## config.mk

```make
export PLATFORM = sky130hd
export DESIGN_NAME = fixed_mult
export DESIGN_NICKNAME = d
export VERILOG_FILES = /design/src/source/resampler_pkg.sv /design/src/source/fixed_mult.sv
export SDC_FILE = /design/constraint.sdc
export NUM_CORES = 2
export LEC_CHECK = 0
export ABC_CLOCK_PERIOD_IN_PS = 10600
export CAP_MARGIN = 20
export CORE_AREA = 2 2 302 304
export DETAILED_ROUTE_END_ITERATION = 10
export DIE_AREA = 0 0 304 306
export DONT_BUFFER_PORTS = 1
export PLACE_DENSITY_LB_ADDON = 0.05
export SLEW_MARGIN = 0
export SYNTH_ARGS = -nofsm -noshare
export SYNTH_HDL_FRONTEND = slang
export SYNTH_SLANG_ARGS = --single-unit
```

## constraint.sdc

```tcl
create_clock -name clk -period 10.6 [get_ports clk]
set_clock_uncertainty 0.1 [all_clocks]
set_input_delay 3.18 -clock clk [delete_from_list [all_inputs] [get_ports clk]]
set_output_delay 3.18 -clock clk [all_outputs]
set_load 0.01 [all_outputs]
```

## src/source/resampler_pkg.sv

```systemverilog
// Resampler shared definitions
package resampler_pkg;

    localparam int NUM_CH       = 4;
    localparam int CH_W         = $clog2(NUM_CH);

    localparam int HALFDEPTH    = 16;              // Power of two
    localparam int DEPTH_W      = $clog2(HALFDEPTH);
    localparam int NUM_FIR      = 160;
    localparam int FIR_W        = 8;
    localparam int DECIM        = 147;
    localparam int BANK_W       = FIR_W + DEPTH_W;

    localparam int TIMESLICE    = 64;
    localparam int SLICE_W      = $clog2(TIMESLICE);

    localparam int MULT_LATENCY = 4;

    // Oversized to absorb input jitter
    localparam int RB_LEN       = 4 * HALFDEPTH;
    localparam int RB_W         = $clog2(RB_LEN);
    localparam int OFFSET_W     = DEPTH_W + 1;

    // Cycles spent in each wing state
    localparam int WING_CYCLES  = HALFDEPTH + MULT_LATENCY + 2;
    localparam int WCNT_W       = $clog2(WING_CYCLES);

    typedef logic signed [23:0] sample_t;          // Q1.23
    typedef logic [NUM_CH-1:0]  ch_mask_t;

    typedef enum logic [2:0] {
        READY,
        BEGIN_CYCLE,
        MULADD_RWING,
        PREP_LWING,
        MULADD_LWING,
        END_CYCLE,
        IDLE
    } core_state_e;

    typedef struct packed {
        ch_mask_t              pop;
        logic [OFFSET_W-1:0]   offset;
    } rb_req_t;

    typedef struct packed {
        ch_mask_t ack;
        sample_t  data;
    } resample_out_t;

endpackage

```

## src/source/fixed_mult.sv

```systemverilog
// Pipelined Q1.23 multiplier
`timescale 1ns/1ps

module fixed_mult
    import resampler_pkg::*;
(
    input  logic    clk,
    input  sample_t a_i,
    input  sample_t b_i,
    output sample_t p_o
);

    logic signed [47:0] full_prod;
    sample_t            pipe [MULT_LATENCY];

    assign full_prod = a_i * b_i;

    always_ff @(posedge clk) begin
        // Truncating shift right by 23
        pipe[0] <= full_prod[46:23];
        for (int i = 1; i < MULT_LATENCY; i++) begin
            pipe[i] <= pipe[i-1];
        end
    end

    assign p_o = pipe[MULT_LATENCY-1];

endmodule

```

# After elaboration in Yosys (flattened, before gate mapping)
# Memory sizes are Yosys's and may differ from the RTL's.
# Cells that the tools add are included.
[word_totals]
reg_bits = 0
mem_bits_rw = 96
in_bits = 49
out_inout_bits = 24
elab_cells = 2
memories = 1
[op_classes]
mul = 1
[memory_table]
columns = ["memory", "depth", "width", "read_ports", "rd_clocked_by_memory_dff", "wr", "line", "rtl"]
rows = [
  ["pipe", 4, 24, 4, 0, 4, "fixed_mult.sv:14", "sample_t pipe [MULT_LATENCY];"],
]
[ops]
columns = ["op", "n"]
rows = [
  ["multiplier 24 x 24 -> 47 bit", 1],
]

# Depth between registers and ports, before layout
[depth]
word_depth = 1
depth_mapped = 27
depth_no_buf = 25

# Least setup slack after synthesis
# No wires, ideal clock.
[synth_path]
path_type = "input -> register"
from = "input port a_i[23]"
to = "memory pipe[0][17] (netlist name)"
arrival_time_ps = 9417
t_required_ps = 10380
slack_ps = 963
path_stages = 24
n_path_buf = 2
cell_sequence = "clkbuf_1 nand2_1 inv_1 fa_1 fa_1 inv_1 fa_1 inv_1 fa_1 fa_1 fa_1 inv_1 fa_1 inv_1 ha_1 clkbuf_1 nand2_1 nor2_1 nand3_1 a211oi_1 nor3_1 o21ai_0 a211oi_1 a211o_1"
[synth_lines]
columns = ["item", "line", "rtl"]
rows = [
  ["start: declaration", "fixed_mult.sv:8", "input sample_t a_i,"],
  ["end: declaration", "fixed_mult.sv:14", ""],
]

==> summary.md <==
| Metric | Value |
|---|---|
| Status | completed |
| Share of layout cells above drive strength 1 | 0.0122 |
| Number of vias per cell | 4.23 |
| WL final | 70800 um |
| Post-cts resize count | 0 |
| Most frequent cells in the layout | 598 x fa_1, 583 x inv_1, 303 x nand2_1 |
| Mapped cell area | between 0.02 and 0.025 mm^2 |
| Synth top area cells | fa_1 54%, inv_1 9.8%, dfxtp_1 8.6% |
| Prevailing post-synth register cell | dfxtp_1 |
| I/O pin total | 73 |
| GPL Wtd Cong | 0.765 |
| Vias in the first global route | 17000 |
| Post-DP HPWL | roughly 55000 um |
| # rows | 110 |
| Biggest register | pipe |
| Post-route minimum period | 10.08 ns |
| CTS Sinks | 96 |
| Post-synthesis cell count | 2285 |
| #FFs+latches synth | 96 |
| Fin Setup TNS | 0 ns |
| CTS tree | yes |
| Global-route wire length before repair | 111000 um |
| Clk slew on worst S/H paths | around 0.07 ns |
| RSZ-0062 raised after global routing | no |
| Largest registers | pipe: 96 flops |
| Synth top area share | 0.538 |
| Initial antenna violation count | 12 |
| Die width | slightly above 300 um |
| Fin. Hold Viols | 0 |
| DRT iter0 DRCs | around 570 |
| Fin worst setup slack | 0.525 ns |
| Setup slack, reg-to-reg | 10.08 ns |
| Number of enable flip-flop cells after synthesis | 0 |
| # Max-Cap Violations | 0 |
| Crit Path Max Fanout | 25 |
| Fin crit share | 0.951 |
| # setup viols final | 0 |
| Wire per inst | 20.9 um |
| WHS | about 0.23 ns |
| Synth async-reset ratio | 0 |
| Most area-hungry cell type in the Yosys netlist | fa_1 |
| Latest clock arrival within the worst-skew pair | 0.36 ns |
| Worst slew margin | 0.560 |
| CP Data Arrival Time | 10.27 ns |
| Area grow syn2layout | 6.58% |
| Synthesized Nets | between 3000 and 4000 |
| Hold buffer count at cts | 0 |
| Die area | 0.0930 mm^2 |
| Required @ worst endpoint | 10.79 ns |
| Final ANT Viol Nets | 0 |
| Seq/Total Area, Yosys | 0.0863 |
| Pin count of the biggest net entering global routing | 26 |
| Number of distinct library cells after synthesis | 47 |
| Port Buf Inserts | 0 |
| DR pass1 iterations | 5 |
| Post-CTS setup buffer count | 0 |
| Max FFs per register | 96 |
| Critical path class | in -> reg |
| Core area | ~0.09 mm^2 |
| CP endpoint kind | flip-flop |
| H-Tree Depth | 3 |
| CTS Buffer Depth | 2 |
| Dpl ws | 0.322 ns |
| Syn avg cell area | 9.74 um^2 |
| Area post-placement | 0.0234 mm^2 |
| Die height | about 300 um |
| CTS buffer count | 9 |
| Vias | 14300 |
| Finished Cell Area | 0.0237 mm^2 |
| Yosys warns | 0 |
| Initial Util | 0.248 |
| Root Driver | clkbuf_16 |
| Grt ovf | 0 |
| Post-route DRC violation count | 0 |
| Nets | 2981 |
| Worst-Margin Slew | between 0.6 and 0.7 ns |
| GRT Util Overall | 0.161 |
| Max-slew violation count | 0 |
| Setup crit start kind | input pin |
| Worst hold-check path type | reg -> reg |
| Max Clk Rate | between 90 and 100 MHz |
| # fillers | 9584 |
| Commonest non-fill, non-tap cell in the layout | fa_1 |
==> routing by layer <==
metal / GRT usage / up-vias / share of wire
li1: - / 6337 / -
met1: 0.213 / 7709 / 0.44
met2: 0.287 / 247 / 0.50
met3: 0.0203 / 34 / 0.038
met4: 0.0257 / 0 / 0.016
met5: 0 / - / 0
==> final timing paths <==
| check | depth (start not counted) | start | endpoint |
|---|---|---|---|
| worst max-delay path | 24 | a_i[23] | pipe[0][23]$_DFF_P_ |
| worst min-delay path | 0 | pipe[1][6]$_DFF_P_ | pipe[2][6]$_DFF_P_ |
| worst max register to register | 0 | pipe[0][6]$_DFF_P_ | pipe[1][6]$_DFF_P_ |
| worst min register to register | 0 | pipe[1][6]$_DFF_P_ | pipe[2][6]$_DFF_P_ |
==> cell type report <==
class / count / area [um^2] / area share
Inverter: 583 / 2190 / 0.0922
Clock buffer: 9 / 225 / 0.00949
Sequential cell: 96 / 1920 / 0.0810
Antenna cell: 1 / 2.50 / 0.000105
Clock inverter: 7 / 76.3 / 0.00322
Tap cell: 1176 / 1470 / 0.0620
Timing Repair Buffer: 7 / 52.6 / 0.00222
Multi-Input combinational cell: 1509 / 17800 / 0.750
==> through the flow <==
stage / instances / util
after floorplan: 2285 / -
after global placement: 3371 / 0.261
after detailed placement: 3371 / 0.261
after CTS: 3387 / 0.265
after global routing: 3387 / 0.265
final: 3388 / 0.265
==> Yosys cell counts (all sizes together) (2+ instances only) <==
library cell and instances:
a21o 14, and3 2, o21ai 16, xnor2 30
o21bai 4, a221oi 3, nor4 2, ha 128
nand4 7, fa 598, a211oi 5, dfxtp 96
o31ai 2, nor2 20, nand3 5, clkbuf 97
a31oi 4, o211ai 2, nor3 8, inv 583
o21a 2, a21oi 30, nor2b 21, xor2 5
and2 268, nand2b 13, nand2 303
==> kinds of logic (layout without fill, tap and decap cells) <==
| kind of cell | after synthesis | in the layout | synth area share |
|---|---|---|---|
| and+or+nand+nor | 655 | 655 | 0.148 |
| xor gates and xnor gates | 35 | 35 | 0.0138 |
| DFF | 96 | 96 | 0.0863 |
| AOI/OAI and AO/OA | 93 | 93 | 0.0279 |
| buffers and inverters | 680 | 606 | 0.115 |
| other | 0 | 1 | 0 |
| adders and majority gates | 726 | 726 | 0.610 |
==> worst max-delay path: stages <==
cell and delay, ns:
nand2_1 0.11, inv_1 0.09, fa_1 0.66, fa_1 0.60, inv_1 0.07, fa_1 0.50, fa_1 0.53, inv_1 0.06
fa_1 0.45, fa_1 0.51, inv_1 0.05, fa_1 0.47, inv_1 0.04, ha_1 0.40, nand3_1 0.34, nor3_1 0.48
nand3_1 0.22, a211oi_1 0.30, nor3_1 0.14, buf_4 0.18, o211ai_1 0.27, a21oi_1 0.21, o21ai_1 0.23, xnor2_1 0.14
Power is not shown: default switching activity piles up to over one toggle a cycle in this logic, so the estimate is an artifact.
