`src/source/resampler_pkg.sv`:
```
// Resampler shared definitions
package resampler_pkg;

    localparam int NUM_CH       = 4;
    localparam int CH_W         = $clog2(NUM_CH);

    localparam int HALFDEPTH    = 16;              // Power of two
    localparam int DEPTH_W      = $clog2(HALFDEPTH);
    localparam int NUM_FIR      = 160;
    localparam int FIR_W        = 8;
    localparam int DECIM        = 147;
    localparam int BANK_W       = FIR_W + DEPTH_W;

    localparam int TIMESLICE    = 64;
    localparam int SLICE_W      = $clog2(TIMESLICE);

    localparam int MULT_LATENCY = 4;

    // Oversized to absorb input jitter
    localparam int RB_LEN       = 4 * HALFDEPTH;
    localparam int RB_W         = $clog2(RB_LEN);
    localparam int OFFSET_W     = DEPTH_W + 1;

    // Cycles spent in each wing state
    localparam int WING_CYCLES  = HALFDEPTH + MULT_LATENCY + 2;
    localparam int WCNT_W       = $clog2(WING_CYCLES);

    typedef logic signed [23:0] sample_t;          // Q1.23
    typedef logic [NUM_CH-1:0]  ch_mask_t;

    typedef enum logic [2:0] {
        READY,
        BEGIN_CYCLE,
        MULADD_RWING,
        PREP_LWING,
        MULADD_LWING,
        END_CYCLE,
        IDLE
    } core_state_e;

    typedef struct packed {
        ch_mask_t              pop;
        logic [OFFSET_W-1:0]   offset;
    } rb_req_t;

    typedef struct packed {
        ch_mask_t ack;
        sample_t  data;
    } resample_out_t;

endpackage

```
`src/source/channel_scheduler.sv`:
```
// Round-robin channel time slicer
`timescale 1ns/1ps

module channel_scheduler
    import resampler_pkg::*;
(
    input  logic            clk,
    input  logic            rst,

    input  ch_mask_t        pop_i,
    input  ch_mask_t        served_i,

    output logic [CH_W-1:0] active_ch_o,
    output logic            slice_start_o,
    output logic            req_pending_o
);

    ch_mask_t           req_latch;
    logic [SLICE_W-1:0] slice_cnt;
    logic               slice_end;

    // New requests win over a clear in the same cycle
    always_ff @(posedge clk) begin
        if (rst) begin
            req_latch <= '0;
        end else begin
            req_latch <= pop_i | (req_latch & ~served_i);
        end
    end

    assign slice_end = (slice_cnt == SLICE_W'(TIMESLICE - 1));

    always_ff @(posedge clk) begin
        if (rst) begin
            slice_cnt     <= '0;
            active_ch_o   <= '0;
            slice_start_o <= 1'b1; // Channel 0 starts right away
        end else begin
            slice_cnt     <= slice_cnt + 1'b1;
            slice_start_o <= 1'b0;
            if (slice_end) begin
                slice_cnt     <= '0;
                active_ch_o   <= active_ch_o + 1'b1;
                slice_start_o <= 1'b1;
            end
        end
    end

    assign req_pending_o = req_latch[active_ch_o];

endmodule

```
`config.mk`:
```
export PLATFORM = sky130hd
export DESIGN_NAME = channel_scheduler
export DESIGN_NICKNAME = d
export VERILOG_FILES = /design/src/source/resampler_pkg.sv /design/src/source/channel_scheduler.sv
export SDC_FILE = /design/constraint.sdc
export NUM_CORES = 1
export LEC_CHECK = 0
export CAP_MARGIN = 25
export CORE_AREA = 10 10 47 49
export CTS_CLUSTER_SIZE = 10
export DETAILED_ROUTE_END_ITERATION = 8
export DIE_AREA = 0 0 57 59
export DONT_BUFFER_PORTS = 1
export SYNTH_ARGS = -nofsm -noshare
export SYNTH_HDL_FRONTEND = slang
export SYNTH_SLANG_ARGS = --single-unit
```
`constraint.sdc`:
```
create_clock -name clk -period 1.45 [get_ports clk]
set_input_delay 0.435 -clock clk [delete_from_list [all_inputs] [get_ports clk]]
set_output_delay 0.435 -clock clk [all_outputs]
set_load 0.03 [all_outputs]
```
# Yosys cells after proc, flatten, opt, wreduce, memory -nomap -nowiden

Index checks and enable logic that the tools add are counted.
Widths: inputs -> output; s select.

Register bits after elaboration: 13
Memories kept: 0
Latch bits: 0
Bits in read-only memories: 0
Input port bits: 10
RAM bits: 0

Eq/ne operators: 1
Order comparisons: 1
Bitwise gates (word level): 3
Multiply operators: 0
Reductions and logical operators: 1
Divide/modulo/power cells: 0
Add/sub/neg operators: 2
Muxes and demuxes: 3
Shift operators: 0

Operator list:

| operator            | count |
|---|---|
| $add 6x1->6 const B | 1 |
| $eq 6x6->1 const B  | 1 |
| $and 4x4->4         | 1 |
| $not 4->4           | 1 |
| $or 4x4->4          | 1 |
| $lt 2x3->1 const B  | 1 |
| $add 2x1->2 const B | 1 |
| $bmux 1 s2          | 1 |
| $mux 1              | 2 |
| $reduce_or 2->1     | 1 |

# Logic depth before layout (Yosys ltp)

Gate-level depths: netlist of the first run.

Word-level depth: 3
Depth in mapped cells: 4
Depth with buffers taken out: 4

# Worst setup path before layout of the first run

Ideal clock, no wire load.

Kind: reg2out
Start: register active_ch_o[0]
End: output req_pending_o
Stages on the path, launching flop included: 2
Required time: 1.015 ns
Buffers on the path: 0
Slack: -0.185 ns
Arrival: 1.200 ns
Cells stage by stage: dfxtp_1 > mux4_2

Cells in the longest elaborated chain, start to end: 2

Ends and longest elaborated chain:

| what                         | RTL line                | text |
|---|---|---|
| from (decl)                  | channel_scheduler.sv:13 | `output logic [CH_W-1:0] active_ch_o,` |
| from (signal assigned)       | channel_scheduler.sv:43 | `active_ch_o <= active_ch_o + 1'b1;` |
| $bmux 1 s2                   | channel_scheduler.sv:49 | `assign req_pending_o = req_latch[active_ch_o];` |
| $mux 1 (implied by the code) | channel_scheduler.sv:49 |  |
| to (decl)                    | channel_scheduler.sv:15 | `output logic req_pending_o` |

Every way passes these cells. The select of a mux whose other input is x is not followed.

# Final worst setup path of the first run

Same ends and word-level chain as after synthesis.

==> run metrics, run 1 <==
status=complete, but fails checks; failing checks=setup timing; synth unique cells=15; CP Data Required Time=1.02 ns; DR vias=343; Critical Path Stages=1; gpl congestion=0.705; DIE HEIGHT=59 um; GRT Total Usage=approximately 5.8%; Slew @ Worst Pin=about 0.35 ns; Mean Syn Cell Area=around 9.3 um^2; Register-to-Register Path Depth=4; DPL Wire Length=682 um; Post-CTS Setup Inserts=0; clock sink count=13; total die area=approximately 3400 um^2; first-pass GRT wire length=1.50 mm; multi-input combinational cell area=199 um^2; crit path from=active_ch_o[0]$_SDFFE_PP0N_; synthesized area=482 um^2; clock root buffer=clkbuf_4; routed length per instance=11.7 um; Hold/Removal Path Class=input port to flop; Worst Setup Start Kind=flop; WP data arrival=1.22 ns; CTS tree=done; max-cap violation count=0; PortBufs=0; crit path capture type=output pin; Fill cells=roughly 160; worst-path cell chain=mux4_2; Die Wd=57 um; Num CTS Buffers=3; Tmin final=1.66 ns; starting density of the core=34.4%; layout cells sized above 1=14.0%; vias in the first global route=344; Iter 0 DRT Violations=1; setup violators final=1; CP top delay family=multiplexers; Yosys warnings=0; r2r endpoint=active_ch_o[0]$_SDFFE_PP0N_; critical path class=flop to output pin; placed cells=69; Worst Setup EP=req_pending_o; initial antenna violation count=0; hold_buf cts=0; RR Startpoint=slice_cnt[0]$_SDFF_PP0_; P per Cell Area=about 1200 nW/um^2; core footprint=1400 um^2; flops & latches, synth=13; TNS Setup=-0.207 ns; clock tree buffer depth=2; Routed WL=854 um; Final Max Slew Viols=0; Worst-Skew Late Latency=0.27 ns; Detail Route Antenna Nets=0; clock skew=approximately 0.00045 ns; non-filler cells, final=between 70 and 80; crit path max fanout=2; Max rail drop VDD=between 0.5 and 0.6 mV; CTS H-tree depth=1; Layout area overhead=12.7%; final core utilization=38.8%; drt via density=4.70; WP buf/inv=0; register area share after synthesis=54.0%; RSZ-0062 raised after global routing=yes; Syn Nets=63; Layout Nets=~70; # resized after CTS=0; Pleak=0.215 nW; clock-pin slew on the worst setup and hold paths=~0.07 ns; final hold vios=0; fmax=just over 600 MHz; Crit path largest cell delay=0.60 ns; pin count of the biggest net entering global routing=10; FF-to-FF setup slack=0.20 ns; remaining routing DRC violations=0; Sequential Area=roughly 260 um^2; Detailed Routing Iterations Pass 1=4; total grt overflow=0; final worst path period share=114%; antenna cells=0; worst setup margin=-0.207 ns; IO Count=14; slowest CP cell=mux4_2; Syn Inst Count=52; max_slew headroom=76.7%; row count=14
==> how the worst min path moves through the flow <==
stage,from,end,depth (start not counted)
2_1_floorplan,slice_cnt[0]$_SDFF_PP0_,slice_cnt[0]$_SDFF_PP0_,1
3_3_place_gp,slice_cnt[0]$_SDFF_PP0_,slice_cnt[0]$_SDFF_PP0_,1
3_5_place_dp,slice_cnt[0]$_SDFF_PP0_,slice_cnt[0]$_SDFF_PP0_,1
4_1_cts,rst,active_ch_o[0]$_SDFFE_PP0N_,1
5_1_grt,rst,active_ch_o[0]$_SDFFE_PP0N_,1
6_report,rst,active_ch_o[0]$_SDFFE_PP0N_,1
==> cell usage in the layout (no fill, tap or decap), types with 2 or more instances in the layout <==
cell type	Yosys	final
dfxtp_1	13	12
nor2_1	9	9
a21oi_1	7	7
inv_1	5	5
o21ai_0	3	3
or3_1	3	3
clkbuf_4	0	3
nand2_1	2	2
xor2_1	2	2
nand3_1	2	2
buf_4	0	2
==> worst reg2reg max path, cell delays in order (launching register included) <==
cell,delay (ns)
dfxtp_1,0.35
ha_1,0.21
nand3_2,0.13
or3_1,0.36
a21oi_1,0.13
==> registers in the layout, summed over array words and instances (netlist names) <==
name	cells
active_ch_o	2
req_latch	4
slice_cnt	6
slice_start_o	1
==> Yosys cell counts <==
| cell | number | area (um^2) |
|---|---|---|
| xor2_1 | 2 | 17.5 |
| nor2_1 | 9 | 33.8 |
| nand3_2 | 1 | 10.0 |
| dfxtp_1 | 13 | 260 |
| inv_1 | 5 | 18.8 |
| clkbuf_1 | 1 | 3.75 |
| o21bai_1 | 1 | 7.51 |
| or3_1 | 3 | 18.8 |
| ha_1 | 1 | 12.5 |
| nand3_1 | 2 | 10.0 |
| nand2_1 | 2 | 7.51 |
| xnor2_1 | 1 | 8.76 |
| o21ai_0 | 3 | 15.0 |
| mux4_2 | 1 | 22.5 |
| a21oi_1 | 7 | 35.0 |
==> through the flow <==
stage | hold WS (ns) | setup WS [ns] | power (mW) | instance area, um^2
final | 0.216 | -0.207 | 0.628 | 543
after global routing | 0.194 | -0.254 | 0.664 | 543
after CTS | 0.202 | -0.225 | 0.642 | 543
after detailed placement | 0.441 | 0.0823 | 0.423 | 517
after global placement | 0.429 | 0.0876 | 0.421 | 517
after floorplan | 0.418 | 0.00135 | 0.419 | 485
==> kinds of logic after synthesis <==
group | after synthesis | share of synthesized area, %
adders and majority gates | 1 | 2.60
and+or+nand+nor | 17 | 16.6
xor gates and xnor gates | 3 | 5.46
DFF | 13 | 54.0
buffers and inverters | 6 | 4.67
muxes | 1 | 4.67
AOI/OAI and AO/OA | 11 | 11.9
==> power breakdown <==
group / switching [mW] / internal [mW]
registers: 0.0117 / 0.371
logic: 0.0160 / 0.0143
clock network: 0.109 / 0.106
==> cell type report <==
cell class | instances | share of cell area (%)
flip-flops and latches | 13 | 48.6
multi-input cells | 33 | 36.6
clock buffers | 4 | 4.84
well taps | 16 | 3.69
inverters | 5 | 3.46
repair buffers | 2 | 2.76
==> layer usage <==
metal / wire length (um) / vias up / GRT usage (%)
met5: 0 / - / 0
met4: 11 / 0 / 3.02
met3: 127 / 2 / 5.36
met2: 370 / 13 / 8.84
met1: 345 / 147 / 5.19
li1: - / 181 / -
Power figures use the tool's default switching activity.
==> inputs of run 2 (changes only) <==
==> constraint.sdc (replaced) <==
create_clock -name clk -period 1.9 [get_ports clk]
set_input_delay 0.57 -clock clk [delete_from_list [all_inputs] [get_ports clk]]
set_output_delay 0.57 -clock clk [all_outputs]
set_load 0.03 [all_outputs]
==> run 2 against run 1 <==
The flow now finishes without violations. Register-to-register slack better by 0.45 ns. Setup slack improved by 0.29 ns. Power shrank 23%. Clock power is 24% lower. Sequential share of layout area decreased by 0.36 points. Critical endpoint unchanged. Highest routed layer is now met3.
==> run metrics, run 2 (same netlist as run 1, synthesis figures left out) <==
RSZ-0062 raised after global routing=no; first-pass GRT wire length=~1.4 mm; drt via density=4.81; PortBufs=0; TNS Setup=0 ns; Post-CTS Setup Inserts=0; hold_buf cts=0; pin count of the biggest net entering global routing=10; CTS H-tree depth=1; Pleak=0.214 nW; status=finished clean; Num CTS Buffers=3; Detail Route Antenna Nets=0; Biggest register=slice_cnt; Layout Nets=between 60 and 70; final worst path period share=95.5%; highest-count cells in the layout ignoring fill and taps=dfxtp_1 (13), nor2_1 (9), a21oi_1 (7); overall power=481 uW; Iter 0 DRT Violations=2; crit path capture type=output pin; Largest regs=slice_cnt (6), req_latch (4), active_ch_o (2); # resized after CTS=0; P per Cell Area=891 nW/um^2; clock skew=roughly 0.0052 ns; WP buf/inv=0; clock-pin slew on the worst setup and hold paths=0.08 ns; clock tree buffer depth=2; Worst Setup Start Kind=flop; slowest CP cell=mux4_2; DR vias=roughly 350; placed cells=69; WP data arrival=1.24 ns; clock sink count=13; DPL Wire Length=691 um; Hold/Removal Path Class=input port to flop; Routed WL=approximately 900 um; area post-placement=513 um^2; non-filler cells, final=between 70 and 80; crit path max fanout=2; Die Wd=57 um; remaining routing DRC violations=0; total grt overflow=0; Layout area overhead=11.9%; most common cell after layout, fill and taps aside=dfxtp_1; core footprint=1400 um^2; row count=14; CTS tree=done; critical path class=flop to output pin; Detailed Routing Iterations Pass 1=2; Worst-Skew Late Latency=0.27 ns; initial antenna violation count=0; number of flip-flops under the largest register name=6; routed length per instance=12.1 um; setup violators final=0; FF-to-FF setup slack=0.65 ns; Final Instance Area=539 um^2; gpl congestion=between 0.7 and 0.8; Hold WS=roughly 0.35 ns; fmax=between 500 and 600 MHz; clock root buffer=clkbuf_4; max-cap violation count=0; final hold vios=0; DIE HEIGHT=59 um; Crit path largest cell delay=between 0.6 and 0.7 ns; vias in the first global route=about 330; GRT Total Usage=~5.7%; CP Data Required Time=1.33 ns; starting density of the core=34.4%; total die area=between 3000 and 4000 um^2; Slew @ Worst Pin=0.349 ns; worst-path cell chain=mux4_2; Final Max Slew Viols=0; CP top delay family=multiplexers; Tmin final=1.81 ns; antenna cells=0; max_slew headroom=76.7%; Fill cells=about 150; layout cells sized above 1=12.3%; IO Count=14; Max rail drop VDD=0.452 mV
[run 2: layout make-up]
| class | instances | area (um^2) | share of cell area (%) |
|---|---|---|---|
| Sequential cell | 13 | 260 | 48.3 |
| Multi-Input combinational cell | 33 | 199 | 36.9 |
| Clock buffer | 4 | 26.3 | 4.87 |
| Tap cell | 16 | 20.0 | 3.71 |
| Inverter | 5 | 18.8 | 3.48 |
| Timing Repair Buffer | 2 | 15.0 | 2.78 |
[run 2: where the power goes]
| part | internal [mW] | switching, mW | leakage (nW) | total [mW] |
|---|---|---|---|---|
| Clock | 0.0814 | 0.0830 | 0.0150 | 0.164 |
| Combinational | 0.0108 | 0.0121 | 0.0921 | 0.0229 |
| Sequential | 0.284 | 0.00886 | 0.107 | 0.293 |
| Total | 0.377 | 0.104 | 0.214 | 0.481 |
[run 2: metal layers]
metal | share of wire [%] | up-vias | GRT usage, %
met5 | 0 | - | 0
met3 | 14 | 0 | 6.01
met2 | 44 | 14 | 8.37
li1 | - | 181 | -
met4 | 0 | 0 | 2.01
met1 | 42 | 156 | 5.21
[run 2: worst paths after layout]
kind,startpoint,end,depth (start not counted)
setup / recovery,active_ch_o[0]$_SDFFE_PP0N_,req_pending_o,1
hold / removal,rst,active_ch_o[1]$_SDFFE_PP0N_,1
hold reg to reg,slice_cnt[0]$_SDFF_PP0_,slice_cnt[0]$_SDFF_PP0_,1
setup reg to reg,slice_cnt[0]$_SDFF_PP0_,active_ch_o[0]$_SDFFE_PP0N_,4
[run 2: metrics by stage]
stage	util, %	setup WS (ns)
3_5_place_dp	36.6	0.381
4_1_cts	38.5	0.0698
6_report	38.5	0.0850
5_1_grt	38.5	0.0103
3_3_place_gp	36.6	0.390
2_1_floorplan	-	0.130
[run 2: worst register-to-register path: cells and delay by family (launching register included)]
kind / cells / cell delay (ns)
compound gates: 1 / 0.14
fa+ha+maj: 1 / 0.21
flops: 1 / 0.35
simple gates: 2 / 0.50
==> inputs of run 3 (changes only) <==
--- a/config.mk
+++ b/config.mk
@@ -11,6 +11,7 @@
 export DETAILED_ROUTE_END_ITERATION = 8
 export DIE_AREA = 0 0 57 59
 export DONT_BUFFER_PORTS = 1
+export PLACE_DENSITY = 0.48
 export SYNTH_ARGS = -nofsm -noshare
 export SYNTH_HDL_FRONTEND = slang
 export SYNTH_SLANG_ARGS = --single-unit
==> run 3 against run 2 <==
Highest routed layer is now met4. Via count is 3.4% higher. Fmax is 0.23% lower. Design area stayed put. Global-route usage hardly changed. Final cell count stayed put.
==> run metrics, run 3 (same netlist as run 1, synthesis figures left out) <==
clock tree buffer depth=2; number of flip-flops under the largest register name=6; Detailed Routing Iterations Pass 1=1; Routed WL=888 um; Final Max Slew Viols=0; P per Cell Area=892 nW/um^2; GRT Total Usage=5.66%; IO Count=14; DPL Wire Length=693 um; Layout Nets=69; DIE HEIGHT=59 um; Critical Path Stages=1; CP Data Required Time=1.33 ns; setup violators final=0; area post-placement=between 500 and 600 um^2; Pleak=0.214 nW; Worst-Skew Late Latency=0.27 ns; Max rail drop VDD=roughly 0.42 mV; total die area=3360 um^2; gpl congestion=0.618; clock sink count=13; Crit path largest cell delay=0.62 ns; TNS Setup=0 ns; antenna cells=0; PortBufs=0; hold path startpoint=rst; critical path class=flop to output pin; fmax=about 550 MHz; first-pass GRT wire length=about 1.5 mm; max-cap violation count=0; clock-pin slew on the worst setup and hold paths=0.08 ns; starting density of the core=34.4%; Worst Setup Start Kind=flop; core footprint=1400 um^2; final worst path period share=between 90% and 100%; highest-count cells in the layout ignoring fill and taps=dfxtp_1 (13), nor2_1 (9), a21oi_1 (7); WP buf/inv=0; CTS H-tree depth=1; CTS tree=done; Post-CTS Setup Inserts=0; Slew @ Worst Pin=0.377 ns; Biggest register=slice_cnt; Num CTS Buffers=3; Largest regs=slice_cnt (6), req_latch (4), active_ch_o (2); RR Startpoint=slice_cnt[0]$_SDFF_PP0_; overall power=481 uW; row count=14; hold path cells=1; Iter 0 DRT Violations=0; layout cells sized above 1=around an eighth; crit path capture type=output pin; vias in the first global route=around 340; clock root buffer=clkbuf_4; r2r endpoint=active_ch_o[0]$_SDFFE_PP0N_; drt via density=4.97; max_slew headroom=74.8%; WP data arrival=around 1.3 ns; routed length per instance=12.2 um; remaining routing DRC violations=0; clock skew=about 0.0019 ns; RSZ-0062 raised after global routing=no; CP top delay family=multiplexers; worst-path cell chain=mux4_2; final hold vios=0; Layout area overhead=11.9%; slowest CP cell=mux4_2; hold_buf cts=0; Detail Route Antenna Nets=0; initial antenna violation count=0; DR vias=363; total grt overflow=0; crit path max fanout=2; FF-to-FF setup slack=between 0.6 and 0.7 ns; Tmin final=1.82 ns; Final Instance Area=539 um^2; Worst Hold End=active_ch_o[1]$_SDFFE_PP0N_; pin count of the biggest net entering global routing=10; Hold/Removal Path Class=input port to flop; status=finished clean; Die Wd=57 um; # resized after CTS=0; Register-to-Register Path Depth=4; most common cell after layout, fill and taps aside=dfxtp_1
run 3: cell type report:
class                      count  area [um^2]
tap                           16         20.0
timing repair buffer           2         15.0
fill                         158          862
clock buffer                   4         26.3
multi-input combinational     33          199
inverter                       5         18.8
sequential                    13          260
run 3: per-layer routing:
layer	GRT usage (%)	vias to the layer above	part of all wire (%)
li1	-	183	-
met1	5.22	165	41
met2	8.68	13	45
met3	5.36	2	13
met4	2.01	0	0.90
met5	0	-	0
run 3: where the power goes:
group / internal (mW) / switching, mW / total [mW]
Sequential: 0.284 / 0.00914 / 0.293
Combinational: 0.0108 / 0.0120 / 0.0228
Clock: 0.0812 / 0.0836 / 0.165
run 3: worst max-delay path by stage:
stage                                           start            end
final                     active_ch_o[0]$_SDFFE_PP0N_  req_pending_o
after global routing      active_ch_o[0]$_SDFFE_PP0N_  req_pending_o
after CTS                 active_ch_o[0]$_SDFFE_PP0N_  req_pending_o
after detailed placement  active_ch_o[0]$_SDFFE_PP0N_  req_pending_o
after global placement    active_ch_o[0]$_SDFFE_PP0N_  req_pending_o
after floorplan           active_ch_o[0]$_SDFFE_PP0N_  req_pending_o
run 3: worst reg2reg max path: cells and delay by family, from the launching register on:
kind	cells	cell delay, ns
fa+ha+maj	1	0.20
compound gates	1	0.16
simple gates	2	0.50
flops	1	0.36
run 3: per-stage QoR:
step | worst slack (ns) | hold slack, ns | std cells | utilization [%]
after floorplan | 0.130 | 0.418 | 52 | -
after detailed placement | 0.371 | 0.438 | 69 | 36.6
after global placement | 0.389 | 0.435 | 69 | 36.6
after global routing | 0.0320 | 0.345 | 73 | 38.5
final | 0.0809 | 0.358 | 73 | 38.5
after CTS | 0.0603 | 0.348 | 73 | 38.5
