**src/source/resampler_pkg.sv**
```systemverilog
// Resampler shared definitions
package resampler_pkg;

    localparam int NUM_CH       = 4;
    localparam int CH_W         = $clog2(NUM_CH);

    localparam int HALFDEPTH    = 16;              // Power of two
    localparam int DEPTH_W      = $clog2(HALFDEPTH);
    localparam int NUM_FIR      = 160;
    localparam int FIR_W        = 8;
    localparam int DECIM        = 147;
    localparam int BANK_W       = FIR_W + DEPTH_W;

    localparam int TIMESLICE    = 64;
    localparam int SLICE_W      = $clog2(TIMESLICE);

    localparam int MULT_LATENCY = 4;

    // Oversized to absorb input jitter
    localparam int RB_LEN       = 4 * HALFDEPTH;
    localparam int RB_W         = $clog2(RB_LEN);
    localparam int OFFSET_W     = DEPTH_W + 1;

    // Cycles spent in each wing state
    localparam int WING_CYCLES  = HALFDEPTH + MULT_LATENCY + 2;
    localparam int WCNT_W       = $clog2(WING_CYCLES);

    typedef logic signed [23:0] sample_t;          // Q1.23
    typedef logic [NUM_CH-1:0]  ch_mask_t;

    typedef enum logic [2:0] {
        READY,
        BEGIN_CYCLE,
        MULADD_RWING,
        PREP_LWING,
        MULADD_LWING,
        END_CYCLE,
        IDLE
    } core_state_e;

    typedef struct packed {
        ch_mask_t              pop;
        logic [OFFSET_W-1:0]   offset;
    } rb_req_t;

    typedef struct packed {
        ch_mask_t ack;
        sample_t  data;
    } resample_out_t;

endpackage

```
**src/source/resampler_core.sv**
```systemverilog
// Polyphase FIR resampler core
`timescale 1ns/1ps

module resampler_core
    import resampler_pkg::*;
(
    input  logic                   clk,
    input  logic                   rst,

    input  logic [CH_W-1:0]        active_ch_i,
    input  logic                   slice_start_i,
    input  logic                   req_pending_i,
    output ch_mask_t               served_o,

    output logic [BANK_W-1:0]      bank_addr_o,
    input  sample_t                bank_data_i,

    output rb_req_t                rb_req_o,
    input  sample_t [NUM_CH-1:0]   rb_data_i,

    output sample_t                mult_a_o,
    output sample_t                mult_b_o,
    input  sample_t                mult_p_i,

    output resample_out_t          out_o
);

    core_state_e         state;
    logic                req_taken;     // Request seen at slice start
    logic [WCNT_W-1:0]   wing_cnt;
    logic [FIR_W-1:0]    phase_mem [NUM_CH];
    logic [FIR_W-1:0]    r_phase;
    logic [FIR_W-1:0]    wing_phase;
    logic [DEPTH_W-1:0]  tap_idx;
    logic [DEPTH_W-1:0]  off_cnt;
    ch_mask_t            pop_q;
    sample_t             acc;
    logic                lwing;
    logic                prod_valid;

    assign served_o = slice_start_i ? (ch_mask_t'(1) << active_ch_i) : '0;

    // Sequencer restarts at every slice
    always_ff @(posedge clk) begin
        if (rst) begin
            state     <= READY;
            req_taken <= 1'b0;
            wing_cnt  <= '0;
        end else if (slice_start_i) begin
            state     <= READY;
            req_taken <= req_pending_i;
        end else begin
            wing_cnt <= wing_cnt + 1'b1;
            case (state)
                READY:        state <= req_taken ? BEGIN_CYCLE : IDLE;
                BEGIN_CYCLE: begin
                    state    <= MULADD_RWING;
                    wing_cnt <= '0;
                end
                MULADD_RWING: begin
                    if (wing_cnt == WCNT_W'(WING_CYCLES - 1)) begin
                        state <= PREP_LWING;
                    end
                end
                PREP_LWING: begin
                    state    <= MULADD_LWING;
                    wing_cnt <= '0;
                end
                MULADD_LWING: begin
                    if (wing_cnt == WCNT_W'(WING_CYCLES - 1)) begin
                        state <= END_CYCLE;
                    end
                end
                END_CYCLE:    state <= IDLE;
                default:      state <= IDLE;
            endcase
        end
    end

    // Phase memory and buffer pop on wrap
    always_ff @(posedge clk) begin
        if (rst) begin
            for (int i = 0; i < NUM_CH; i++) begin
                phase_mem[i] <= '0;
            end
            r_phase <= '0;
            pop_q   <= '0;
        end else begin
            pop_q <= '0;
            if (state == BEGIN_CYCLE) begin
                r_phase <= phase_mem[active_ch_i];
            end
            if (state == END_CYCLE) begin
                if (r_phase >= FIR_W'(NUM_FIR - DECIM)) begin
                    phase_mem[active_ch_i] <= r_phase - FIR_W'(NUM_FIR - DECIM);
                    pop_q[active_ch_i]     <= 1'b1;
                end else begin
                    phase_mem[active_ch_i] <= r_phase + FIR_W'(DECIM);
                end
            end
        end
    end

    // Tap index and buffer offset walk
    always_ff @(posedge clk) begin
        off_cnt <= off_cnt - 1'b1;
        case (state)
            BEGIN_CYCLE: begin
                tap_idx <= DEPTH_W'(HALFDEPTH - 1);
                off_cnt <= DEPTH_W'(HALFDEPTH - 1);
            end
            MULADD_RWING: tap_idx <= tap_idx - 1'b1;
            PREP_LWING: begin
                tap_idx <= '0;
                off_cnt <= DEPTH_W'(HALFDEPTH - 1);
            end
            MULADD_LWING: tap_idx <= tap_idx + 1'b1;
            default: ;
        endcase
    end

    assign lwing      = (state == MULADD_LWING);
    assign wing_phase = lwing ? FIR_W'(NUM_FIR - 1) - r_phase : r_phase;
    assign bank_addr_o = {wing_phase, tap_idx};

    assign rb_req_o.pop    = pop_q;
    assign rb_req_o.offset = {~lwing, off_cnt};  // Right wing reads the upper half

    assign mult_a_o = rb_data_i[active_ch_i];
    assign mult_b_o = bank_data_i;

    // Products of this wing's first HALFDEPTH inputs
    assign prod_valid = (state == MULADD_RWING || lwing) &&
                        wing_cnt >= WCNT_W'(MULT_LATENCY) &&
                        wing_cnt <  WCNT_W'(MULT_LATENCY + HALFDEPTH);

    always_ff @(posedge clk) begin
        if (state == BEGIN_CYCLE) begin
            acc <= '0;
        end else if (prod_valid) begin
            acc <= acc + mult_p_i;   // Wraps at 24 bits
        end
    end

    assign out_o.ack  = (state == END_CYCLE) ? (ch_mask_t'(1) << active_ch_i) : '0;
    assign out_o.data = acc;

endmodule

```
**config.mk**
```make
export PLATFORM = sky130hd
export DESIGN_NAME = resampler_core
export DESIGN_NICKNAME = d
export VERILOG_FILES = /design/src/source/resampler_pkg.sv /design/src/source/resampler_core.sv
export SDC_FILE = /design/constraint.sdc
export NUM_CORES = 1
export LEC_CHECK = 0
export ABC_AREA = 1
export BUFFER_PORTS_ARGS = -buffer_cell sky130_fd_sc_hd__buf_4
export CAP_MARGIN = 20
export CELL_PAD_IN_SITES_DETAIL_PLACEMENT = 1
export CELL_PAD_IN_SITES_GLOBAL_PLACEMENT = 2
export CORE_ASPECT_RATIO = 1.75
export CORE_UTILIZATION = 26
export DETAILED_ROUTE_END_ITERATION = 16
export PLACE_DENSITY_LB_ADDON = 0.05
export SLEW_MARGIN = 10
export SYNTH_ARGS = -nofsm -noshare
export SYNTH_HDL_FRONTEND = slang
export SYNTH_SLANG_ARGS = --single-unit
```
**constraint.sdc**
```tcl
create_clock -name clk -period 2.7 [get_ports clk]
set_clock_uncertainty 0.05 [all_clocks]
set_input_delay 0.405 -clock clk [delete_from_list [all_inputs] [get_ports clk]]
set_output_delay 0.405 -clock clk [all_outputs]
set_load 0.01 [all_outputs]
```
# == After elaboration in Yosys (flattened, before gate mapping) ==
# Memories as Yosys holds them, arrays and structs flattened. A register that Yosys moved wholly into a read port is not among the register bits.
# Cells that the tools add are included.
# totals
register_bits,45
mem_bits_rw,32
in_bits,150
output_inout_bits,101
wordCells,72
mem_count,1
# classes
add_sub_neg,8
magnitude_cmp,5
n_eq_ne,8
n_shift,1
n_mux,27
n_bitwise,4
reduce_logical,11
# mem_list
memory,words,word_bits,read_ports,rd_clocked_by_memory_dff,write_ports,line_no,source
phase_mem,4,8,1,1,4,resampler_core.sv:31,logic [FIR_W-1:0] phase_mem [NUM_CH];
# ops
cell,count
binary-select mux 24 bit (select 2 bit),1
adder 24 bit,1
2-to-1 mux 24 bit,1
2-to-1 mux 8 bit,3
one-hot mux 4 bit (4 select lines),1
one-hot mux 3 bit (5 select lines),1
2-to-1 mux 1 bit,12
2-to-1 mux 3 bit,3
adder 8 bit (second input constant),1
greater-or-equal comparator 8 x 4 -> 1 bit (second input constant),1
2-to-1 mux 4 bit,2
OR reduction 8 bit,1
subtractor 4 x 1 -> 4 bit (second input constant),2
subtractor 8 x 4 -> 8 bit (second input constant),1
subtractor 8 bit (first input constant),1
equality test 3 x 2 -> 1 bit (second input constant),2
equality test 3 bit (second input constant),2
adder 5 x 1 -> 5 bit (second input constant),1
equality test 5 bit (second input constant),1
greater-or-equal comparator 5 x 3 -> 1 bit (second input constant),1
less-than comparator 5 bit (second input constant),1
2-to-1 mux 5 bit,1
adder 4 x 1 -> 4 bit (second input constant),1
nonzero test 4 bit,1
other kinds (16),21

# == Logic depth before layout (Yosys ltp) ==
# Gate-level depths: netlist of run 1.
# depth
ltp_word,8
ltp_mapped,13
mapped_depth_nobuf,13

# == Least setup slack after synthesis of run 1 ==
# OpenSTA, ideal clock, no wires.
# synth_path
path_type,input to register
start,input active_ch_i[0]
end,memory phase_mem[3][0] (enable)
setup_ns,0.384
t_arrival_ns,1.637
required_time_ns,2.266
slack_ns,0.629
path_stages,4
n_path_buf,2
cell_sequence,buf_2 buf_1 nand2_1 o21ai_0
# synth_rtl
item,line_no,source
start: declaration,resampler_core.sv:10,"input logic [CH_W-1:0] active_ch_i,"
end: declaration,resampler_core.sv:31,

==> run summary, run 1 <==
Once the clock tree was built, the setup fixing pass inserted 0 buffers. The finished layout holds 1404 standard cells, fillers aside. Data on the critical path is required at its endpoint by 2.64 ns. The tools report the number of core rows as 74. After layout, the worst path uses 82.6% of the clock period. For this configuration, the core starts out at a cell density of 26.6%. Combinational family with the most area after synthesis: simple AND/OR/NAND/NOR gates. The startpoint identified for the worst register-to-register timing path is state[0]. CTS saw 85 sinks.

For the pin with the worst max-slew slack, the measured transition is 0.541 ns. The synthesized design contains 36 enable-type register cells. The count of buffers added on input and output ports is 202. The synthesized netlist devotes 32.7% of its cell area to simple gates.

The tools report the post-synth design cell area as 6270 sq um. The floorplan step defined a die boundary enclosing 24800 sq um. The proportion of netlist area held by the largest area contributor came out at 17.2%. The number of DRC violations after detailed routing is 0. The path class of the tightest hold or removal check is in2reg. The tools report the number of endpoints with negative hold slack in the final report as 0. The number of pins with negative max-slew slack in the final report is 0. The routed via count divided by cell count is 4.73. The total area inside the core boundary comes to 23500 sq um.

Total clock buffers created by CTS: 9. After clock tree synthesis, the clock-pin slew on the worst setup and hold paths is 0.07 ns. Counting tap cells, the placed design contains a total of 1388 instances. The filler cell count in the final layout was 3019; the area share of xor/xnor cells in the synthesized design was 3.49%.

CTS built an H-tree with a depth of 3. Summed over all instances, the cell type with the most area after synthesis is sky130_fd_sc_hd__edfxtp_1. STA puts the critical path data arrival time at 2.17 ns. The worst path needs 2.23 ns of the cycle, external delays included. Power spread over the standard cell area amounts to 519 nW/um^2. Dividing the synthesized area by the synthesized cell count gives 6.88 sq um. In this run the worst path has a maximum fanout of 8. The flip-flop and latch count after synthesis is 85. Final hold analysis gives a worst-case slack of 0.220 ns.

Overflow left after global routing: 0. After synthesis, the netlist uses 39 different library cells. Of the total synthesized cell area, the portion taken by full adders, half adders and majority gates is 7.43%. For this run, the number of Yosys warnings is 0.

Among all flip-flop cells after synthesis, the most frequent one is sky130_fd_sc_hd__dfxtp_1. The count of nets left with antenna violations once routing finished came out at 0. Static timing analysis puts the maximum clock frequency at 448 MHz. Once layout is complete, the utilization of the core stands at 35.2%.

The end point of the worst hold path is wing_cnt[1]. Pin placement for this block handled 251 I/O pins. The tree is rooted in a sky130_fd_sc_hd__clkbuf_16. The number of instances in the synthesized netlist was 911. The tools report the static leakage as 4.25 nW.

The run gives 38.6 mm as the first-pass GRT wire length. Of the synthesized area, sequential elements account for 32.9%. Summed over all failing endpoints, the final setup total negative slack is 0 ns. The count of antenna diodes in the layout was 0; the fraction of final layout cells sized beyond drive strength 1 was 23.5%. The tool flagged a number of max-cap violations equal to 0. In the layout the commonest cells are sky130_fd_sc_hd__nand2_1 (225), sky130_fd_sc_hd__buf_4 (223), sky130_fd_sc_hd__inv_1 (123), sky130_fd_sc_hd__nor2_1 (123), sky130_fd_sc_hd__nand3_1 (106). Entering global routing, the biggest net connects 42 pins. The number of gates resized after CTS is 0. The run finished with clean final reports. The largest buffer count on any clock path was 2. The number of global-route vias before repair was 7018; the post-cts hold buffer count was 0.

After the first detailed-routing iteration, the DRC count stood at 224. For this block, the via count after detailed routing is 6635. The synthesized-area fraction occupied by ao, oa, aoi and oai cells works out to 10.4%. The later pin in the worst-skew pair is clocked with a latency of 0.35 ns. Before antenna repair, the detailed router went through 4 iterations. The depth of the worst register-to-register path is 8. The endpoint identified for the worst register-to-register timing path is phase_mem[1][3]. Synthesis produced a netlist with a net count of 1097. For the number of setup violations in the final report, the log shows 0.

Total length of routed wires: 25.2 mm. The run gives 8020 sq um as the area after detailed placement. The worst hold path was traced through 2 stages. Routability congestion estimate: 0.809.

The area growth from synthesis to layout is 32.3%. The critical path start-end classification is reg2reg. The async set or reset register ratio after synthesis was 0%.

By area the synthesized netlist is led by sky130_fd_sc_hd__edfxtp_1 (17%), sky130_fd_sc_hd__dfxtp_1 (16%), sky130_fd_sc_hd__nand2_1 (13%). The tools report the endpoint class of the critical path as a register. In this run the tightest slew margin relative to its limit is 63.6%. The initial antenna violation count came out at 1.

The startpoint of the worst hold path was rst. Across the VDD grid, the largest voltage drop is 0.427 mV. Once detailed placement completed, the half-perimeter wirelength came to 20.5 mm. Measured against the total synthesized area, the mux share comes to 0%. The tools report the critical path startpoint category as a register. The library cell used most frequently in the layout, excluding fill and tap cells, is sky130_fd_sc_hd__nand2_1. Setup repair after global routing left no endpoint under its margin.

In the final design database the tool counted 1281 nets. TritonCTS built the clock tree. Floorplan die width: 119 um.

The per-cell routed wire length is 17.9 um, and the vertical extent of the die is 207 um. In this run the register-to-register setup slack is 0.47 ns. In the global route stage, overall resource usage came out at 20.7%. The finished cells cover 8290 sq um.
[cell usage after synthesis, types with 2 or more instances]
library cell	n
sky130_fd_sc_hd__nand2_1	225
sky130_fd_sc_hd__fa_1	2
sky130_fd_sc_hd__buf_6	3
sky130_fd_sc_hd__o21ai_1	4
sky130_fd_sc_hd__dfxtp_1	49
sky130_fd_sc_hd__xor2_1	17
sky130_fd_sc_hd__buf_2	7
sky130_fd_sc_hd__nand3_1	106
sky130_fd_sc_hd__nand3b_1	2
sky130_fd_sc_hd__xnor2_1	8
sky130_fd_sc_hd__inv_2	8
sky130_fd_sc_hd__a21oi_1	21
sky130_fd_sc_hd__buf_4	26
sky130_fd_sc_hd__a41oi_1	8
sky130_fd_sc_hd__inv_1	123
sky130_fd_sc_hd__a22oi_1	32
sky130_fd_sc_hd__a31oi_1	2
sky130_fd_sc_hd__nor2_2	3
sky130_fd_sc_hd__ha_1	34
sky130_fd_sc_hd__edfxtp_1	36
sky130_fd_sc_hd__nand4_1	9
sky130_fd_sc_hd__buf_1	4
sky130_fd_sc_hd__o21ai_0	23
sky130_fd_sc_hd__a21o_1	6
sky130_fd_sc_hd__nor3_1	4
sky130_fd_sc_hd__nor2_1	124
sky130_fd_sc_hd__clkbuf_1	11
sky130_fd_sc_hd__nand2_4	3
[worst max-delay path by stage]
stage,endpoint,slack (ns),startpoint
5_1_grt,phase_mem[1][2],0.33,state[0]
3_5_place_dp,acc[22],0.31,mult_p_i[0]
4_1_cts,phase_mem[1][2],0.44,state[0]
3_3_place_gp,acc[22],0.33,mult_p_i[0]
6_report,phase_mem[1][3],0.47,state[0]
2_1_floorplan,phase_mem[3][0],0.63,active_ch_i[0]
[report_power, final]
part           switching (mW)  internal, mW
clock                   0.556         0.622
combinational           0.879         0.666
sequential              0.111          1.47
total                    1.55          2.76
[metrics by stage]
step                      power, mW  worst slack [ns]
final                          4.30             0.470
after global routing           4.61             0.326
after CTS                      4.42             0.436
after detailed placement       3.19             0.310
after global placement         3.18             0.326
after floorplan                2.49             0.629
[sequential cells by signal, indices dropped and copies added (netlist names)]
signal,count
state,3
tap_idx,4
phase_mem,32
off_cnt,4
acc,24
req_taken,1
r_phase,8
pop_q,4
wing_cnt,5
[cell families after synthesis]
logic type | Yosys count
AOI/OAI and AO/OA | 100
xor gates and xnor gates | 25
adders and majority gates | 36
buffers and inverters | 183
DFF | 85
and+or+nand+nor | 482
[area by class of cell]
class / instances / area (sq um) / area share (%)
clock buffers: 10 / 229 / 2.76
repair buffers: 224 / 1690 / 20.4
well taps: 304 / 380 / 4.59
clock inverters: 6 / 36.3 / 0.438
multi-input cells: 643 / 3390 / 40.9
flip-flops and latches: 85 / 2060 / 24.9
inverters: 132 / 498 / 6.01
[layer usage]
layer	GRT usage (%)	part of all wire (%)	vias up
met1	20.0	35	3156
met2	42.0	58	138
li1	-	-	3295
met3	3.46	3.5	44
met4	7.93	3.0	2
met5	0	0.064	-
[critical path, cell delays in order, from the launching register on]
cell and delay (ns):
sky130_fd_sc_hd__dfxtp_1 0.48, sky130_fd_sc_hd__inv_2 0.10, sky130_fd_sc_hd__nor2_2 0.13, sky130_fd_sc_hd__inv_2 0.04
sky130_fd_sc_hd__nor2_2 0.13, sky130_fd_sc_hd__inv_2 0.12, sky130_fd_sc_hd__nor2_8 0.15, sky130_fd_sc_hd__nand2_1 0.21
sky130_fd_sc_hd__nand2_1 0.45
Power figures use the tool's default switching activity.
==> inputs of run 2 (changes only) <==
Settings changed: CORE_UTILIZATION 26 to 23.
Clock period 2.7 ns to 1.9 ns, I/O delays scaled along.
==> run summary, run 2 (synthesis results as in run 1) <==
The logs give 19.7% (-1.0 points) for the all-layer global routing usage and 0 (unchanged) for the number of setup violations in the final report. Via count: 6938 (+4.6%). The number of global-route vias before repair was 7394 (+5.4%); the pre-CTS worst setup slack was -0.153 ns (-0.463 ns). For the post-cts hold buffer count, the log shows 0 (unchanged). The run finished with clean final reports. The logs give 2.03 ns (-0.14 ns) for the arrival time of the worst setup path and 26700 sq um (+13%) for the standard cell core area. The fraction of final layout cells sized beyond drive strength 1 was 36.4% (+13 points); the pin count of the biggest net entering global routing was 25 (-40%).

The routed via count divided by cell count came out at 4.53 (-4.0%). The area after detailed placement is 8900 sq um (+11%). The number of I/O port buffers works out to 202 (unchanged). TritonCTS built the clock tree. The count of routing violations after the opening detailed-route iteration was 161 (-28%); the highest cell delay on the worst timing path was 0.36 ns (-0.12 ns).

The number of endpoints with negative hold slack in the final report is 0 (unchanged). Leaving out fill and tap cells, the most frequent cell in the layout is sky130_fd_sc_hd__buf_4. The floorplan die width was 127 um (+6.2%). The final worst slack was 0.0678 ns (-0.402 ns); the total length of routed wires was 27.3 mm (+8.7%). The final setup TNS was 0 ns (unchanged).

The worst setup path is launched from a register. The summed area of non-filler cells in the final layout was 9560 sq um (+15%). The detailed-routed wire length on met3 came out at 679 um (-23%).

For the die footprint, the log shows 27900 sq um (+13%). The top achievable clock speed was 546 MHz (+22%). The count of antenna diodes in the layout was 0 (unchanged). Largest fanout on the critical path: 4 (-4).

The data required time at the worst endpoint is 2.10 ns (-0.54 ns). Traced cell by cell, the critical path runs through ha_1 > buf_4 > nand2_1 > nor2_1 > nand2_1 > nor2_1 > nand2_2 > nand4_1 > nand3_1 > nand2_1 > inv_1. The run gives 9.48 mm (+6.3%) as the post-route met1 wirelength.

The number of core rows was 79 (+6.8%); the shortest period the worst path allows was 1.83 ns (-0.398 ns). The total power divided by cell area was 721 nW/um^2 (+39%); the static leakage was 4.86 nW (+14%). The logs give 2080 sq um (+0.67%) for the area occupied by registers and 1530 (+9.0%) for the count of non-filler cells in the finished layout. The normalized max-slew margin was 75.2% (+12 points); the layout net count was 1387 (+8.3%). The root buffer cell is sky130_fd_sc_hd__clkbuf_16.

The latest clock arrival within the worst-skew pair is 0.36 ns (about the same). The post-CTS clock slew at the launch and capture registers of the worst setup and hold paths is 0.06 ns (about the same). The slowest stage of the critical path belongs to the cell sky130_fd_sc_hd__dfxtp_1.

The filler cell count in the final layout was 3337 (+11%); the remaining number of nets flagged by the antenna check after routing was 0 (unchanged). Counting stages on the worst path, the most repeated cell is sky130_fd_sc_hd__nand2_1. The initial antenna violation count is 0 (-1). The buffering stage count on the worst path with inverters included came out at 2 (-1). The logs give 2 (unchanged) for the largest buffer count on any clock path and 0.417 mV (-2.4%) for the maximum vdd drop. The number of flip-flops under the largest register name is 32 (unchanged), and the total met2 wirelength after detailed routing is 16.4 mm (+12%).

The top-level port count is 251 (unchanged), and the footprint of the multi-input gates is 3720 sq um (+9.7%). The tools report the first-pass GRT wire length as 40.5 mm (+5.2%). Leaving out fill and tap cells, the most frequent cells in the layout are sky130_fd_sc_hd__buf_4 (322), sky130_fd_sc_hd__nand2_1 (212), sky130_fd_sc_hd__inv_1 (120). The area growth from synthesis to layout is 52.5%. The detailed-placement wirelength estimate was 22.9 mm (+11%).

The slack of the worst reg-to-reg path is 0.07 ns (-0.40 ns). The number of pins with negative max-slew slack in the final report is 0 (unchanged), and the overflow left after global routing is 0 (unchanged). The max-capacitance violation count is 0 (unchanged). Critical path start-end classification: reg2reg. The routability congestion estimate was 0.785 (-3.0%); the number of iterations in the first detailed-routing pass was 4 (unchanged). The family of cells with the greatest summed delay on the critical path is simple AND/OR/NAND/NOR gates.

The H-tree depth is 3 (unchanged). The path class of the tightest hold or removal check is in2reg. The initial cell density of the core was 23.5% (-3.2 points). Highest routing layer actually used: met4. The total clock buffers created by CTS was 9 (unchanged); the per-cell routed wire length was 17.9 um (-0.29%). STA classifies the critical path endpoint as a register. In the final layout, the registers with the most flip-flops are phase_mem (32), acc (24), r_phase (8).

The total placed cells including tap cells is 1512 (+8.9%), and the vertical extent of the die is 220 um (+6.3%). The part of the cycle the worst path needs came out at 96.4% (+14 points). For the number of clock sinks seen by CTS, the log shows 85 (unchanged).

Setup repair after global routing could not meet its margin everywhere. Slew of the pin with the lowest slew margin: 0.372 ns (-0.168 ns). The number of DRC violations after detailed routing is 0 (unchanged). The register bank with the most flops was phase_mem.
[run 2: worst register-to-register path, delay by kind of cell, from the launching register on]
family,cells,cell delay (ns)
adder cells (fa/ha/maj),1,0.32
buffers and inverters,2,0.19
flip-flops,1,0.36
AND/OR/NAND/NOR,8,0.82
[run 2: layout make-up]
class	instances	area share [%]
Multi-Input combinational cell	643	38.9
Timing Repair Buffer	330	26.9
Sequential cell	85	21.7
Inverter	132	5.21
Tap cell	324	4.24
Clock buffer	9	2.36
Clock inverter	7	0.681
[run 2: report_power, final]
group	leakage [nW]	switching, mW	total [mW]	internal (mW)
combinational	3.95	1.45	2.81	1.36
clock	0.143	0.823	1.84	1.01
sequential	0.767	0.157	2.25	2.09
total	4.86	2.43	6.89	4.46
[run 2: worst paths after layout]
kind | from | to | cells past startpoint
max reg2reg | acc[18] | acc[22] | 11
min | rst | wing_cnt[1] | 2
max | acc[18] | acc[22] | 11
min reg2reg | off_cnt[0] | off_cnt[0] | 1
[run 2: repair_timing]
action / in CTS / in global routing
resized for setup: 14 / 65
buffers inserted: 0 / 2
pin swaps: 0 / 7
setup endpoints to repair: 21 / 29
[run 2: metrics by stage]
step           util [%]  power [mW]  hold WS (ns)
6_report           35.8        6.89         0.107
5_1_grt            35.8        7.34         0.120
4_1_cts            34.6        6.88        0.0979
3_5_place_dp       33.4        4.96         0.359
3_3_place_gp       33.4        4.95         0.356
2_1_floorplan         -        3.54         0.304
[run 2: per-layer routing]
layer / global-route usage (%) / up-vias
li1: - / 3500
met1: 18.5 / 3286
met2: 41.8 / 111
met3: 2.15 / 41
met4: 8.06 / 0
met5: 0 / -
